==> src/design/sounder_defines.svh <==
// Channel sounder constants
// Serial register map, legal PN degrees and LFSR feedback masks
// Tap masks are for a right-shifting LFSR with output at bit 0
// Feedback parity of (state & mask) enters bit degree-1

`ifndef SOUNDER_DEFINES_SVH
`define SOUNDER_DEFINES_SVH

// Serial bus addresses
`define SND_ADDR_CTRL 7'd80
`define SND_ADDR_AMPL 7'd81

// Legal PN degree range
`define SND_DEG_MIN   4'd4
`define SND_DEG_MAX   4'd10

// Degree loaded by reset
`define SND_DEG_RESET 4'd4

// Primitive polynomial taps, bit i set means term x^i of the recurrence
// x^4 + x + 1
`define SND_TAPS_4    10'h003
// x^5 + x^2 + 1
`define SND_TAPS_5    10'h005
// x^6 + x + 1
`define SND_TAPS_6    10'h003
// x^7 + x + 1
`define SND_TAPS_7    10'h003
// x^8 + x^4 + x^3 + x^2 + 1
`define SND_TAPS_8    10'h01D
// x^9 + x^4 + 1
`define SND_TAPS_9    10'h011
// x^10 + x^3 + 1
`define SND_TAPS_10   10'h009

`endif

==> src/design/sounder_pkg.sv <==
// Channel sounder shared types
// Sample word and the two decodings of the 32-bit serial data word

package sounder_pkg;

   // One I or Q sample, two's complement
   typedef logic signed [15:0] sample_t;

   // Control register layout
   // Bit 0 tx enable, bit 1 rx enable, bits 7..4 PN degree
   typedef struct packed {
      logic [23:0] rsvd_hi;
      logic [3:0]  degree;
      logic [1:0]  rsvd_lo;
      logic        rx_en;
      logic        tx_en;
   } ctrl_view_t;

   // Amplitude register layout
   // Low half is the chip amplitude, upper half unused
   typedef struct packed {
      logic [15:0] rsvd;
      sample_t     amplitude;
   } ampl_view_t;

   // Same serial word, decoded by address
   typedef union packed {
      ctrl_view_t ctrl;
      ampl_view_t ampl;
   } reg_word_u;

endpackage

==> src/design/sounder_regs.sv <==
// Sounder register block
// Decodes parallel serial-bus writes into the control levels
// Holds tx/rx enables, PN degree and chip amplitude
// Control writes with an out-of-range degree keep the old degree

`timescale 1ns/1ns
`include "sounder_defines.svh"

module sounder_regs (
   input  logic                 clk_i,
   input  logic                 rst_i,
   input  logic [6:0]           saddr_i,
   input  logic [31:0]          sdata_i,
   input  logic                 s_strobe_i,
   output logic                 tx_en_o,
   output logic                 rx_en_o,
   output logic [3:0]           degree_o,
   output sounder_pkg::sample_t amplitude_o
);

   // Data word seen through either register view
   sounder_pkg::reg_word_u word;
   logic                   ctrl_wr;
   logic                   ampl_wr;
   logic                   deg_legal;

   assign word = sdata_i;

   // Address decode, qualified by the bus strobe
   assign ctrl_wr = s_strobe_i && (saddr_i == `SND_ADDR_CTRL);
   assign ampl_wr = s_strobe_i && (saddr_i == `SND_ADDR_AMPL);

   // Degree field within 4..10
   assign deg_legal = (word.ctrl.degree >= `SND_DEG_MIN) &&
                      (word.ctrl.degree <= `SND_DEG_MAX);

   always_ff @(posedge clk_i) begin
      if (rst_i) begin
         tx_en_o     <= 1'b0;
         rx_en_o     <= 1'b0;
         degree_o    <= `SND_DEG_RESET;
         amplitude_o <= '0;
      end else begin
         if (ctrl_wr) begin
            tx_en_o <= word.ctrl.tx_en;
            rx_en_o <= word.ctrl.rx_en;
            // Illegal degree dropped, enables still take effect
            if (deg_legal) begin
               degree_o <= word.ctrl.degree;
            end
         end
         if (ampl_wr) begin
            amplitude_o <= word.ampl.amplitude;
         end
      end
   end

   // Transmitter and correlator index taps and periods by this value
   a_degree_range : assert property (
      @(posedge clk_i) disable iff (rst_i)
      (degree_o >= `SND_DEG_MIN) && (degree_o <= `SND_DEG_MAX)
   ) else $error("sounder_regs: degree out of range");

endmodule

==> src/design/pn_transmitter.sv <==
// PN transmitter
// Maximal-length LFSR chip generator, degree chosen at run time
// Each transmit strobe emits one chip as +/- amplitude on I, Q idle
// LFSR restarts from all ones on disable or degree change

`timescale 1ns/1ns
`include "sounder_defines.svh"

module pn_transmitter (
   input  logic                 clk_i,
   input  logic                 rst_i,
   input  logic                 tx_strobe_i,
   input  logic                 tx_en_i,
   input  logic [3:0]           degree_i,
   input  sounder_pkg::sample_t amplitude_i,
   output sounder_pkg::sample_t tx_i_o,
   output sounder_pkg::sample_t tx_q_o,
   output logic                 chip_o
);

   logic [9:0] lfsr;
   logic [9:0] lfsr_next;
   logic [9:0] taps;
   logic [9:0] seed;
   logic [3:0] degree_q;
   logic       reload;
   logic       feedback;

   // Tap mask per degree
   always_comb begin
      case (degree_i)
         4'd5:    taps = `SND_TAPS_5;
         4'd6:    taps = `SND_TAPS_6;
         4'd7:    taps = `SND_TAPS_7;
         4'd8:    taps = `SND_TAPS_8;
         4'd9:    taps = `SND_TAPS_9;
         4'd10:   taps = `SND_TAPS_10;
         default: taps = `SND_TAPS_4;
      endcase
   end

   // All ones in the low degree bits
   assign seed = ~(10'h3FF << degree_i);

   // Restart on disable or on the first cycle of a new degree
   assign reload = !tx_en_i || (degree_i != degree_q);

   // Fibonacci step, parity of tapped bits enters the top active bit
   assign feedback = ^(lfsr & taps);
   always_comb begin
      lfsr_next = lfsr >> 1;
      lfsr_next[degree_i - 4'd1] = feedback;
   end

   always_ff @(posedge clk_i) begin
      if (rst_i) begin
         lfsr     <= ~(10'h3FF << `SND_DEG_RESET);
         degree_q <= `SND_DEG_RESET;
         chip_o   <= 1'b1;
         tx_i_o   <= '0;
      end else begin
         degree_q <= degree_i;
         if (reload) begin
            lfsr   <= seed;
            chip_o <= 1'b1;
            tx_i_o <= '0;
         end else if (tx_strobe_i) begin
            lfsr   <= lfsr_next;
            chip_o <= lfsr[0];
            // Chip 1 maps to +A, chip 0 to -A
            tx_i_o <= lfsr[0] ? amplitude_i : -amplitude_i;
         end
      end
   end

   // Q rail carries nothing in this sounder
   assign tx_q_o = '0;

   // Zero state would lock the generator
   a_lfsr_live : assert property (
      @(posedge clk_i) disable iff (rst_i)
      tx_en_i |-> (lfsr != '0)
   ) else $error("pn_transmitter: LFSR stuck at zero");

endmodule

==> src/design/impulse_correlator.sv <==
// Zero-lag impulse correlator
// Multiplies each received I/Q sample by the current chip sign
// Sums over one PN period of 2^degree-1 receive strobes
// At period end emits the sums scaled down by 2^degree, with a strobe
// Disable or a degree change restarts the period

`timescale 1ns/1ns
`include "sounder_defines.svh"

module impulse_correlator (
   input  logic                 clk_i,
   input  logic                 rst_i,
   input  logic                 rx_strobe_i,
   input  logic                 rx_en_i,
   input  logic [3:0]           degree_i,
   input  logic                 chip_i,
   input  sounder_pkg::sample_t rx_adc_i_i,
   input  sounder_pkg::sample_t rx_adc_q_i,
   output sounder_pkg::sample_t rx_imp_i_o,
   output sounder_pkg::sample_t rx_imp_q_o,
   output logic                 rx_strobe_o
);

   // Room for 1023 full-scale samples
   logic signed [25:0] acc_i;
   logic signed [25:0] acc_q;
   logic signed [25:0] samp_i;
   logic signed [25:0] samp_q;
   logic signed [25:0] sum_i;
   logic signed [25:0] sum_q;
   logic signed [25:0] scaled_i;
   logic signed [25:0] scaled_q;
   logic [9:0]         count;
   logic [9:0]         period_len;
   logic [3:0]         degree_q;
   logic               restart;
   logic               period_end;

   // Sign extend the samples
   assign samp_i = rx_adc_i_i;
   assign samp_q = rx_adc_q_i;

   // Chip 1 adds, chip 0 subtracts
   assign sum_i = chip_i ? (acc_i + samp_i) : (acc_i - samp_i);
   assign sum_q = chip_i ? (acc_q + samp_q) : (acc_q - samp_q);

   // Divide by 2^degree, sign kept
   assign scaled_i = sum_i >>> degree_i;
   assign scaled_q = sum_q >>> degree_i;

   // 2^degree - 1 samples per period
   assign period_len = ~(10'h3FF << degree_i);

   // This strobe is the last one of the period
   assign period_end = (count + 10'd1) == period_len;

   assign restart = !rx_en_i || (degree_i != degree_q);

   // Control path, counter and accumulators
   always_ff @(posedge clk_i) begin
      if (rst_i) begin
         acc_i       <= '0;
         acc_q       <= '0;
         count       <= '0;
         degree_q    <= `SND_DEG_RESET;
         rx_strobe_o <= 1'b0;
      end else begin
         degree_q    <= degree_i;
         rx_strobe_o <= 1'b0;
         if (restart) begin
            acc_i <= '0;
            acc_q <= '0;
            count <= '0;
         end else if (rx_strobe_i) begin
            if (period_end) begin
               acc_i       <= '0;
               acc_q       <= '0;
               count       <= '0;
               rx_strobe_o <= 1'b1;
            end else begin
               acc_i <= sum_i;
               acc_q <= sum_q;
               count <= count + 10'd1;
            end
         end
      end
   end

   // Result registers, valid with rx_strobe_o
   always_ff @(posedge clk_i) begin
      if (!restart && rx_strobe_i && period_end) begin
         rx_imp_i_o <= scaled_i[15:0];
         rx_imp_q_o <= scaled_q[15:0];
      end
   end

   // Shortest period is 15 strobes, so pulses never touch
   a_strobe_pulse : assert property (
      @(posedge clk_i) disable iff (rst_i)
      rx_strobe_o |=> !rx_strobe_o
   ) else $error("impulse_correlator: rx_strobe_o held two cycles");

endmodule

==> src/design/dac_interface.sv <==
// DAC interface
// Interleaves I and Q onto one 16-bit DAC bus
// Sync high marks the I word, the Q word follows next cycle
// Bus holds Q until the next capture, zero while disabled

`timescale 1ns/1ns

module dac_interface (
   input  logic                 clk_i,
   input  logic                 rst_i,
   input  logic                 ena_i,
   input  logic                 strobe_i,
   input  sounder_pkg::sample_t tx_i_i,
   input  sounder_pkg::sample_t tx_q_i,
   output logic [15:0]          tx_data_o,
   output logic                 tx_sync_o
);

   // Q waits one cycle behind I
   sounder_pkg::sample_t q_hold;
   // High on the cycle I is on the bus
   logic                 phase;

   always_ff @(posedge clk_i) begin
      if (rst_i || !ena_i) begin
         tx_data_o <= '0;
         tx_sync_o <= 1'b0;
         phase     <= 1'b0;
      end else if (strobe_i) begin
         // Capture the sample present now, I goes out first
         tx_data_o <= tx_i_i;
         tx_sync_o <= 1'b1;
         phase     <= 1'b1;
      end else if (phase) begin
         tx_data_o <= q_hold;
         tx_sync_o <= 1'b0;
         phase     <= 1'b0;
      end
   end

   // Q capture register
   always_ff @(posedge clk_i) begin
      if (ena_i && strobe_i) begin
         q_hold <= tx_q_i;
      end
   end

   // Back-to-back strobes would drop the Q slot
   a_strobe_spacing : assert property (
      @(posedge clk_i) disable iff (rst_i)
      strobe_i |=> !strobe_i
   ) else $error("dac_interface: transmit strobes less than two cycles apart");

endmodule

==> src/design/sounder_top.sv <==
// Channel sounder top level
// Register block sets enables, PN degree and amplitude
// Transmitter feeds the DAC interleaver and shares its chip
// with the receive correlator

`timescale 1ns/1ns

module sounder_top (
   input  logic                 clk_i,
   input  logic                 rst_i,
   input  logic [6:0]           saddr_i,
   input  logic [31:0]          sdata_i,
   input  logic                 s_strobe_i,
   input  logic                 tx_strobe_i,
   input  logic                 rx_strobe_i,
   input  sounder_pkg::sample_t rx_adc_i_i,
   input  sounder_pkg::sample_t rx_adc_q_i,
   output logic [15:0]          tx_data_o,
   output logic                 tx_sync_o,
   output sounder_pkg::sample_t rx_imp_i_o,
   output sounder_pkg::sample_t rx_imp_q_o,
   output logic                 rx_strobe_o
);

   logic                 tx_en;
   logic                 rx_en;
   logic [3:0]           degree;
   sounder_pkg::sample_t amplitude;
   sounder_pkg::sample_t tx_i;
   sounder_pkg::sample_t tx_q;
   // Current chip, used as the correlator sign
   logic                 chip;

   sounder_regs i_regs (
      .clk_i(clk_i), .rst_i(rst_i),
      .saddr_i(saddr_i), .sdata_i(sdata_i), .s_strobe_i(s_strobe_i),
      .tx_en_o(tx_en), .rx_en_o(rx_en), .degree_o(degree), .amplitude_o(amplitude)
   );

   pn_transmitter i_tx (
      .clk_i(clk_i), .rst_i(rst_i),
      .tx_strobe_i(tx_strobe_i), .tx_en_i(tx_en), .degree_i(degree),
      .amplitude_i(amplitude),
      .tx_i_o(tx_i), .tx_q_o(tx_q), .chip_o(chip)
   );

   impulse_correlator i_corr (
      .clk_i(clk_i), .rst_i(rst_i),
      .rx_strobe_i(rx_strobe_i), .rx_en_i(rx_en), .degree_i(degree), .chip_i(chip),
      .rx_adc_i_i(rx_adc_i_i), .rx_adc_q_i(rx_adc_q_i),
      .rx_imp_i_o(rx_imp_i_o), .rx_imp_q_o(rx_imp_q_o), .rx_strobe_o(rx_strobe_o)
   );

   dac_interface i_dac (
      .clk_i(clk_i), .rst_i(rst_i),
      .ena_i(tx_en), .strobe_i(tx_strobe_i), .tx_i_i(tx_i), .tx_q_i(tx_q),
      .tx_data_o(tx_data_o), .tx_sync_o(tx_sync_o)
   );

endmodule

==> config.mk <==
export PLATFORM = sky130hd
export DESIGN_NAME = sounder_top
export DESIGN_NICKNAME = d
export VERILOG_FILES = /design/src/design/sounder_pkg.sv /design/src/design/sounder_regs.sv /design/src/design/pn_transmitter.sv /design/src/design/impulse_correlator.sv /design/src/design/dac_interface.sv /design/src/design/sounder_top.sv
export VERILOG_INCLUDE_DIRS = /design/src /design/src/design
export SDC_FILE = /design/constraint.sdc
export NUM_CORES = 1
export LEC_CHECK = 0
export ABC_AREA = 1
export BUFFER_PORTS_ARGS = -buffer_cell sky130_fd_sc_hd__buf_2
export CORE_ASPECT_RATIO = 2
export CORE_UTILIZATION = 50
export CTS_CLUSTER_DIAMETER = 80
export DETAILED_ROUTE_END_ITERATION = 10
export GPL_TIMING_DRIVEN = 0
export PLACE_DENSITY_LB_ADDON = 0.05
export SYNTH_ARGS = -nofsm -noshare
export SYNTH_HDL_FRONTEND = slang
export SYNTH_SLANG_ARGS = --single-unit
==> constraint.sdc <==
create_clock -name clk_i -period 6.75 [get_ports clk_i]
set_clock_uncertainty 0.2 [all_clocks]
set_input_delay 1.35 -clock clk_i [delete_from_list [all_inputs] [get_ports clk_i]]
set_output_delay 1.35 -clock clk_i [all_outputs]
set_load 0.005 [all_outputs]
# Word-level counts from Yosys, hierarchy flattened
# Index checks and enable logic that the tools add are counted.
# op_classes
reduce_logical,19
order_cmp,4
n_shift,3
muxes,18
addsub,7
bitwise,3
eq_ne,8
# ops
cell,count
$mux W26,4
$add A26 B16 Y26,2
$sshr A26 B4 Y16,2
$sub A26 B16 Y26,2
$mux W16,3
$mux W10,3
$pmux W5 S4,1
$neg A16 Y16,1
$eq A7 B7 Y1 const B,2
$eq A4 B4 Y1 const B,3
$add A10 B1 Y10 const B,1
$and A10 B5 Y10,1
$bwmux W10,1
$eq A10 B10 Y1,1
$not A10 Y10,1
$reduce_xor A10 Y1,1
$shl A10 B4 Y10 const A,1
$logic_and A1 B1 Y1,6
$lt A4 B5 Y1 const B,1
$mux W1,5
$demux W1 S4,1
$eq A4 B3 Y1 const B,1
$ge A4 B1 Y1 const B,1
$ge A4 B3 Y1 const B,1
other kinds (10),16
# totals
ff_bits,166
inputBits,76
output_inout_bits,50

# Longest topological paths before layout
# logic_depth
ltp_word,8
mapped_depth,25

# Hierarchy
# From an unflattened synthesis, not the netlist that was laid out.
# hier_totals
cells_unflattened,2495
area_unflattened_um2,15374.7
# modules_own_cells
mod,area_each_um2,n_inst,cells_each
impulse_correlator,10965.5,1,1909
pn_transmitter,2100.8,1,318
dac_interface,1365.1,1,146
sounder_regs,943.4,1,122

# Worst setup path after synthesis
# OpenSTA, ideal clock, no wires.
# synth_timing
path_type,in2reg
start,input port rx_adc_q_i[7]
end,register i_corr.rx_imp_q_o[15] (data pin)
required_time_ps,6292
slack_ps,2359
stages,21
setup_ps,258
n_path_buf,0
arrival_time_ps,3932
cell_sequence,or2_2 -> nor3_1 -> inv_1 -> nor2_1 -> nand3_1 -> o21ai_0 -> a21oi_1 -> ha_1 -> nand2_1 -> nor2_1 -> nand2_1 -> nor3b_1 -> nand2_1 -> nand3_1 -> inv_1 -> nand2_1 -> nand2_1 -> nand2_1 -> nand2_1 -> a21boi_0 -> nand2_1
# synth_via
elab_chain_len,3
# synth_rtl
item,line,rtl
from (decl),sounder_top.sv:17,"input sounder_pkg::sample_t rx_adc_q_i,"
$sub A26 B16 Y26 / $add A26 B16 Y26 (equally long branches),impulse_correlator.sv:45,assign sum_q = chip_i ? (acc_q + samp_q) : (acc_q - samp_q);
$mux W26 *,impulse_correlator.sv:45,
$sshr A26 B4 Y16 *,impulse_correlator.sv:49,assign scaled_q = sum_q >>> degree_i;
named net i_corr.scaled_q[15],impulse_correlator.sv:32,logic signed [25:0] scaled_q;
to (signal assigned),impulse_correlator.sv:93,rx_imp_q_o <= scaled_q[15:0];
to (decl),impulse_correlator.sv:20,"output sounder_pkg::sample_t rx_imp_q_o,"
# Mark *: on every way through the listed nets, which the timed path passes. The rest lies on a longest branch.
# A chain may end at the register's enable or synchronous reset.

# Worst setup path in the final report
# layout_timing
start,input port rx_adc_i_i[0]
end,register i_corr.rx_imp_i_o[5] (data pin)
# layout_via
elab_chain_len,3
# layout_rtl
item,line,rtl
from (decl),sounder_top.sv:16,"input sounder_pkg::sample_t rx_adc_i_i,"
$sub A26 B16 Y26 / $add A26 B16 Y26 (equally long branches),impulse_correlator.sv:44,assign sum_i = chip_i ? (acc_i + samp_i) : (acc_i - samp_i);
$mux W26 *,impulse_correlator.sv:44,
$sshr A26 B4 Y16 *,impulse_correlator.sv:48,assign scaled_i = sum_i >>> degree_i;
named net i_corr.scaled_i[5],impulse_correlator.sv:31,logic signed [25:0] scaled_i;
to (signal assigned),impulse_correlator.sv:92,rx_imp_i_o <= scaled_i[15:0];
to (decl),impulse_correlator.sv:19,"output sounder_pkg::sample_t rx_imp_i_o,"
# Marks and branches as above.

==> impl_metrics.csv <==
group,metric,value,unit
synth,synthesis.area,13300,µm²
synth,synth-edff-count,32,
run,drv_cap,0,
timing,slew_headroom,0.371,
die,core,26300,µm²
setup_path,r2r_setup_slack,2.36,ns
pwr,p_int,1.59,mW
cells_and_area,fin_area,14900,µm²
die,fp.dieW,117,µm
detailed_routing,drt-met1-wl,15600,µm
die,start_util,0.507,
timing,setup_viol,0,
synth,synth-xor-area-share,0.0466,
placed_design,io_buffer_count,106,
pwr,power.switching_fraction,0.304,
pwr,leakage,7.32,nW
setup_path,crit_fanout,5,
global_routing,grt.total_usage,0.397,
timing,fmaxAchievable,183,MHz
cells_and_area,diodes,0,
synth,synthAdderAreaFrac,0.0556,
synth,synth_top_cells_by_area,"dfxtp_1 20%, nand2_1 18%, nand3_1 13%, inv_1 8.1%, edfxtp_1 7.2%",
setup_path,cp.required,6.73,ns
synth,yosysTopAreaCell,"dfxtp_1",
pwr,combPwrFrac,0.122,
synth,syn_inst,2172,
synth,syn-mean-instance-area,6.13,µm²
synth,yosys_warnings,0,
detailed_routing,firstDrtPassIters,7,
pwr,p_switching,695,µW
synth,seq_area_frac_synth,0.273,
run_status,status,"completed",
hold_path,min_from,"i_corr.acc_i[23]",
synth,yosys-top-cells-count,"656 x nand2_1, 358 x nand3_1, 287 x inv_1",
synth,synth_top_area_frac,0.201,
timing,finalCriticalPeriod,5.46,ns
setup_path,rr_startpoint,"i_tx.chip_o",
cts,clk_latency,0.46,ns
cts,cts.sinks,166,
synth,synthMuxAreaShare,0.000751,
global_routing,gr-total-overflow,0,
global_routing,grt_pass1_vias,15077,
pwr,seq_power_share,0.442,
pwr,total_power,2.29,mW
setup_path,crit_type,"primary input to register",
placed_design,dpl.hpwl,43900,µm
synth,synth_ff_type,"dfxtp_1",
cells_and_area,nNetsFinal,2432,
detailed_routing,met3_length,2440,µm
timing,final_max_slew_viol_count,0,
cts,cts_hold_buf,0,
die,num_rows,84,
global_routing,grt_pass1_wl,79900,µm
hold_path,worstHoldEndpoint,"i_corr.acc_i[23]",
synth,synth_compound_area_frac,0.119,
hold_path,hold_path_depth,2,
synth,synth_top_family_by_area,"simple AND/OR/NAND/NOR gates",
synth,synth_simple_gate_area_frac,0.394,
setup_path,r2r_cells,20,
placed_design,routabilityCongestion,0.988,
global_routing,grt_antenna_before_repair,0,
die,die-area,27300,µm²
synth,synthesis.nets,2306,
cts,cts_tree,"yes",
detailed_routing,viasPerCell,5.64,
synth,async_flop_share,0,
synth,yosysMostFrequentCell,"nand2_1",
timing,tightest_slew,0.939,ns
setup_path,cp.arrival,5.44,ns
setup_path,cp-start-kind,"primary input",
cts,clkTransAtPathRegs,0.07,ns
detailed_routing,highest_layer,"met4",
cts,htree_levels,4,
cells_and_area,drive_gt1_frac,0.0775,
cells_and_area,area_delta_synth_final,11.8,%
synth,synth_cell_types,51,
timing,rsz0062_at_grt,"no",
detailed_routing,wl,53500,µm
cts,cts_made_buffers,17,
placed_design,post_dp_cell_area,14300,µm²
die,die-height,233,µm
global_routing,grt_max_degree,22,
detailed_routing,drc_errors,0,
die,io_pins,126,
detailed_routing,wl_met2,28100,µm
timing,finalSetupTns,0,ns
cts,cts-root-buf,"clkbuf_16",
timing,hold_viol,0,
detailed_routing,num_vias,14977,
setup_path,r2r_end,"i_corr.rx_imp_q_o[15]",
detailed_routing,ant_nets,0,
pwr,p_clk_frac,0.436,
setup_path,crit_path_end_kind,"register",
cts,clockBufferDepth,2,
cts,post_cts_buffers,0,
hold_path,hold_class,"register to register",
detailed_routing,avgRoutedWirePerCell,20.2,µm
pwr,ir_worst_vdd,262,µV
timing,min_period_over_period,0.808,
pwr,p_per_area,154,nW/µm²
detailed_routing,drt_iter0_drc,927,
synth,synth-seq-cells,166,
cts,cts-resized-gates,0,
## state kept, by name, indices dropped and copies added, names as in the netlist
signal and flops:
i_corr.count 10, i_tx.lfsr 10, i_tx.tx_i_o 16, i_regs.amplitude_o 16
i_corr.rx_strobe_o 1, i_tx.degree_q 4, i_dac.tx_data_o 16, i_regs.rx_en_o 1
i_corr.rx_imp_q_o 16, i_corr.acc_i 26, i_tx.chip_o 1, i_corr.acc_q 26
i_dac.tx_sync_o 1, i_corr.rx_imp_i_o 16, i_regs.degree_o 4, i_regs.tx_en_o 1
i_dac.phase 1
## metrics by stage
stage	hold WS, ns	setup slack (ns)	utilization	cells
6_report	0.272	1.29	0.567	2655
3_3_place_gp	0.248	0.618	0.544	2622
5_1_grt	0.289	0.985	0.567	2655
3_5_place_dp	0.249	0.490	0.544	2623
4_1_cts	0.272	0.985	0.567	2655
2_1_floorplan	0.237	2.36	-	2172
## metal layers
metal  up-vias  global-route usage
met5         -                   0
met4         0               0.497
met3       325              0.0706
met2       560               0.761
met1      6738               0.295
li1       7354                   -
## cells by family after synthesis
kind of cell | after synthesis
and+or+nand+nor | 1216
buffers and inverters | 375
AOI/OAI and AO/OA | 286
DFF | 166
xor gates and xnor gates | 70
adders and majority gates | 58
muxes | 1
## cell type report
cell class | count | area (µm²)
plain buffers | 80 | 360
clock buffers | 17 | 425
clock inverters | 15 | 169
fillers | 2818 | 11400
inverters | 295 | 1110
multi-input cells | 1631 | 8220
flip-flops and latches | 166 | 3640
well taps | 344 | 430
repair buffers | 107 | 546
## power groups by stage
stage / clock (mW) / combinational [mW] / sequential, mW
floorplan: 0 / 0.167 / 1.03
global placement: 0 / 0.269 / 1.03
detailed placement: 0 / 0.272 / 1.03
CTS: 1.01 / 0.273 / 1.01
global route: 1.04 / 0.305 / 1.01
finish: 0.999 / 0.279 / 1.01
## worst max-delay path by stage
| stage | cells after the start | to | from | slack (ns) |
|---|---|---|---|---|
| final | 20 | i_corr.rx_imp_i_o[5] | rx_adc_i_i[0] | 1.29 |
| after floorplan | 21 | i_corr.rx_imp_q_o[15] | rx_adc_q_i[7] | 2.36 |
| after CTS | 20 | i_corr.rx_imp_i_o[5] | rx_adc_i_i[0] | 0.98 |
| after detailed placement | 20 | i_corr.rx_imp_i_o[5] | rx_adc_i_i[0] | 0.49 |
| after global routing | 20 | i_corr.rx_imp_i_o[5] | rx_adc_i_i[1] | 0.99 |
| after global placement | 20 | i_corr.rx_imp_i_o[5] | rx_adc_i_i[0] | 0.62 |
## worst max-delay path, cell delays in order
cell and delay, ns:
buf_2 0.14, inv_1 0.08, ha_1 0.17, nand2_1 0.07, nor3_1 0.31, nand4_1 0.21, o31ai_2 0.79, inv_1 0.11
ha_1 0.44, nand2_1 0.16, inv_1 0.11, nand2_1 0.08, nor2_1 0.20, nand4_1 0.32, nand4_1 0.27, nand3_1 0.12
nand3_1 0.14, nand3_1 0.10, nand3_1 0.10, nand3_1 0.15
## placed cells by master (no fill, tap or decap), types with 13 or more instances in the layout
master | Yosys | routed
a21oi_1 | 150 | 150
buf_1 | 25 | 25
buf_2 | 6 | 112
clkbuf_1 | 41 | 41
clkbuf_16 | 0 | 17
dfxtp_1 | 134 | 134
edfxtp_1 | 32 | 32
ha_1 | 56 | 56
inv_1 | 287 | 287
nand2_1 | 656 | 656
nand3_1 | 358 | 358
nand3b_1 | 16 | 16
nand4_1 | 19 | 19
nor2_1 | 128 | 127
nor3_1 | 13 | 13
o21ai_0 | 73 | 73
xnor2_1 | 18 | 18
xor2_1 | 51 | 51
(Power assumes the default switching activity.)
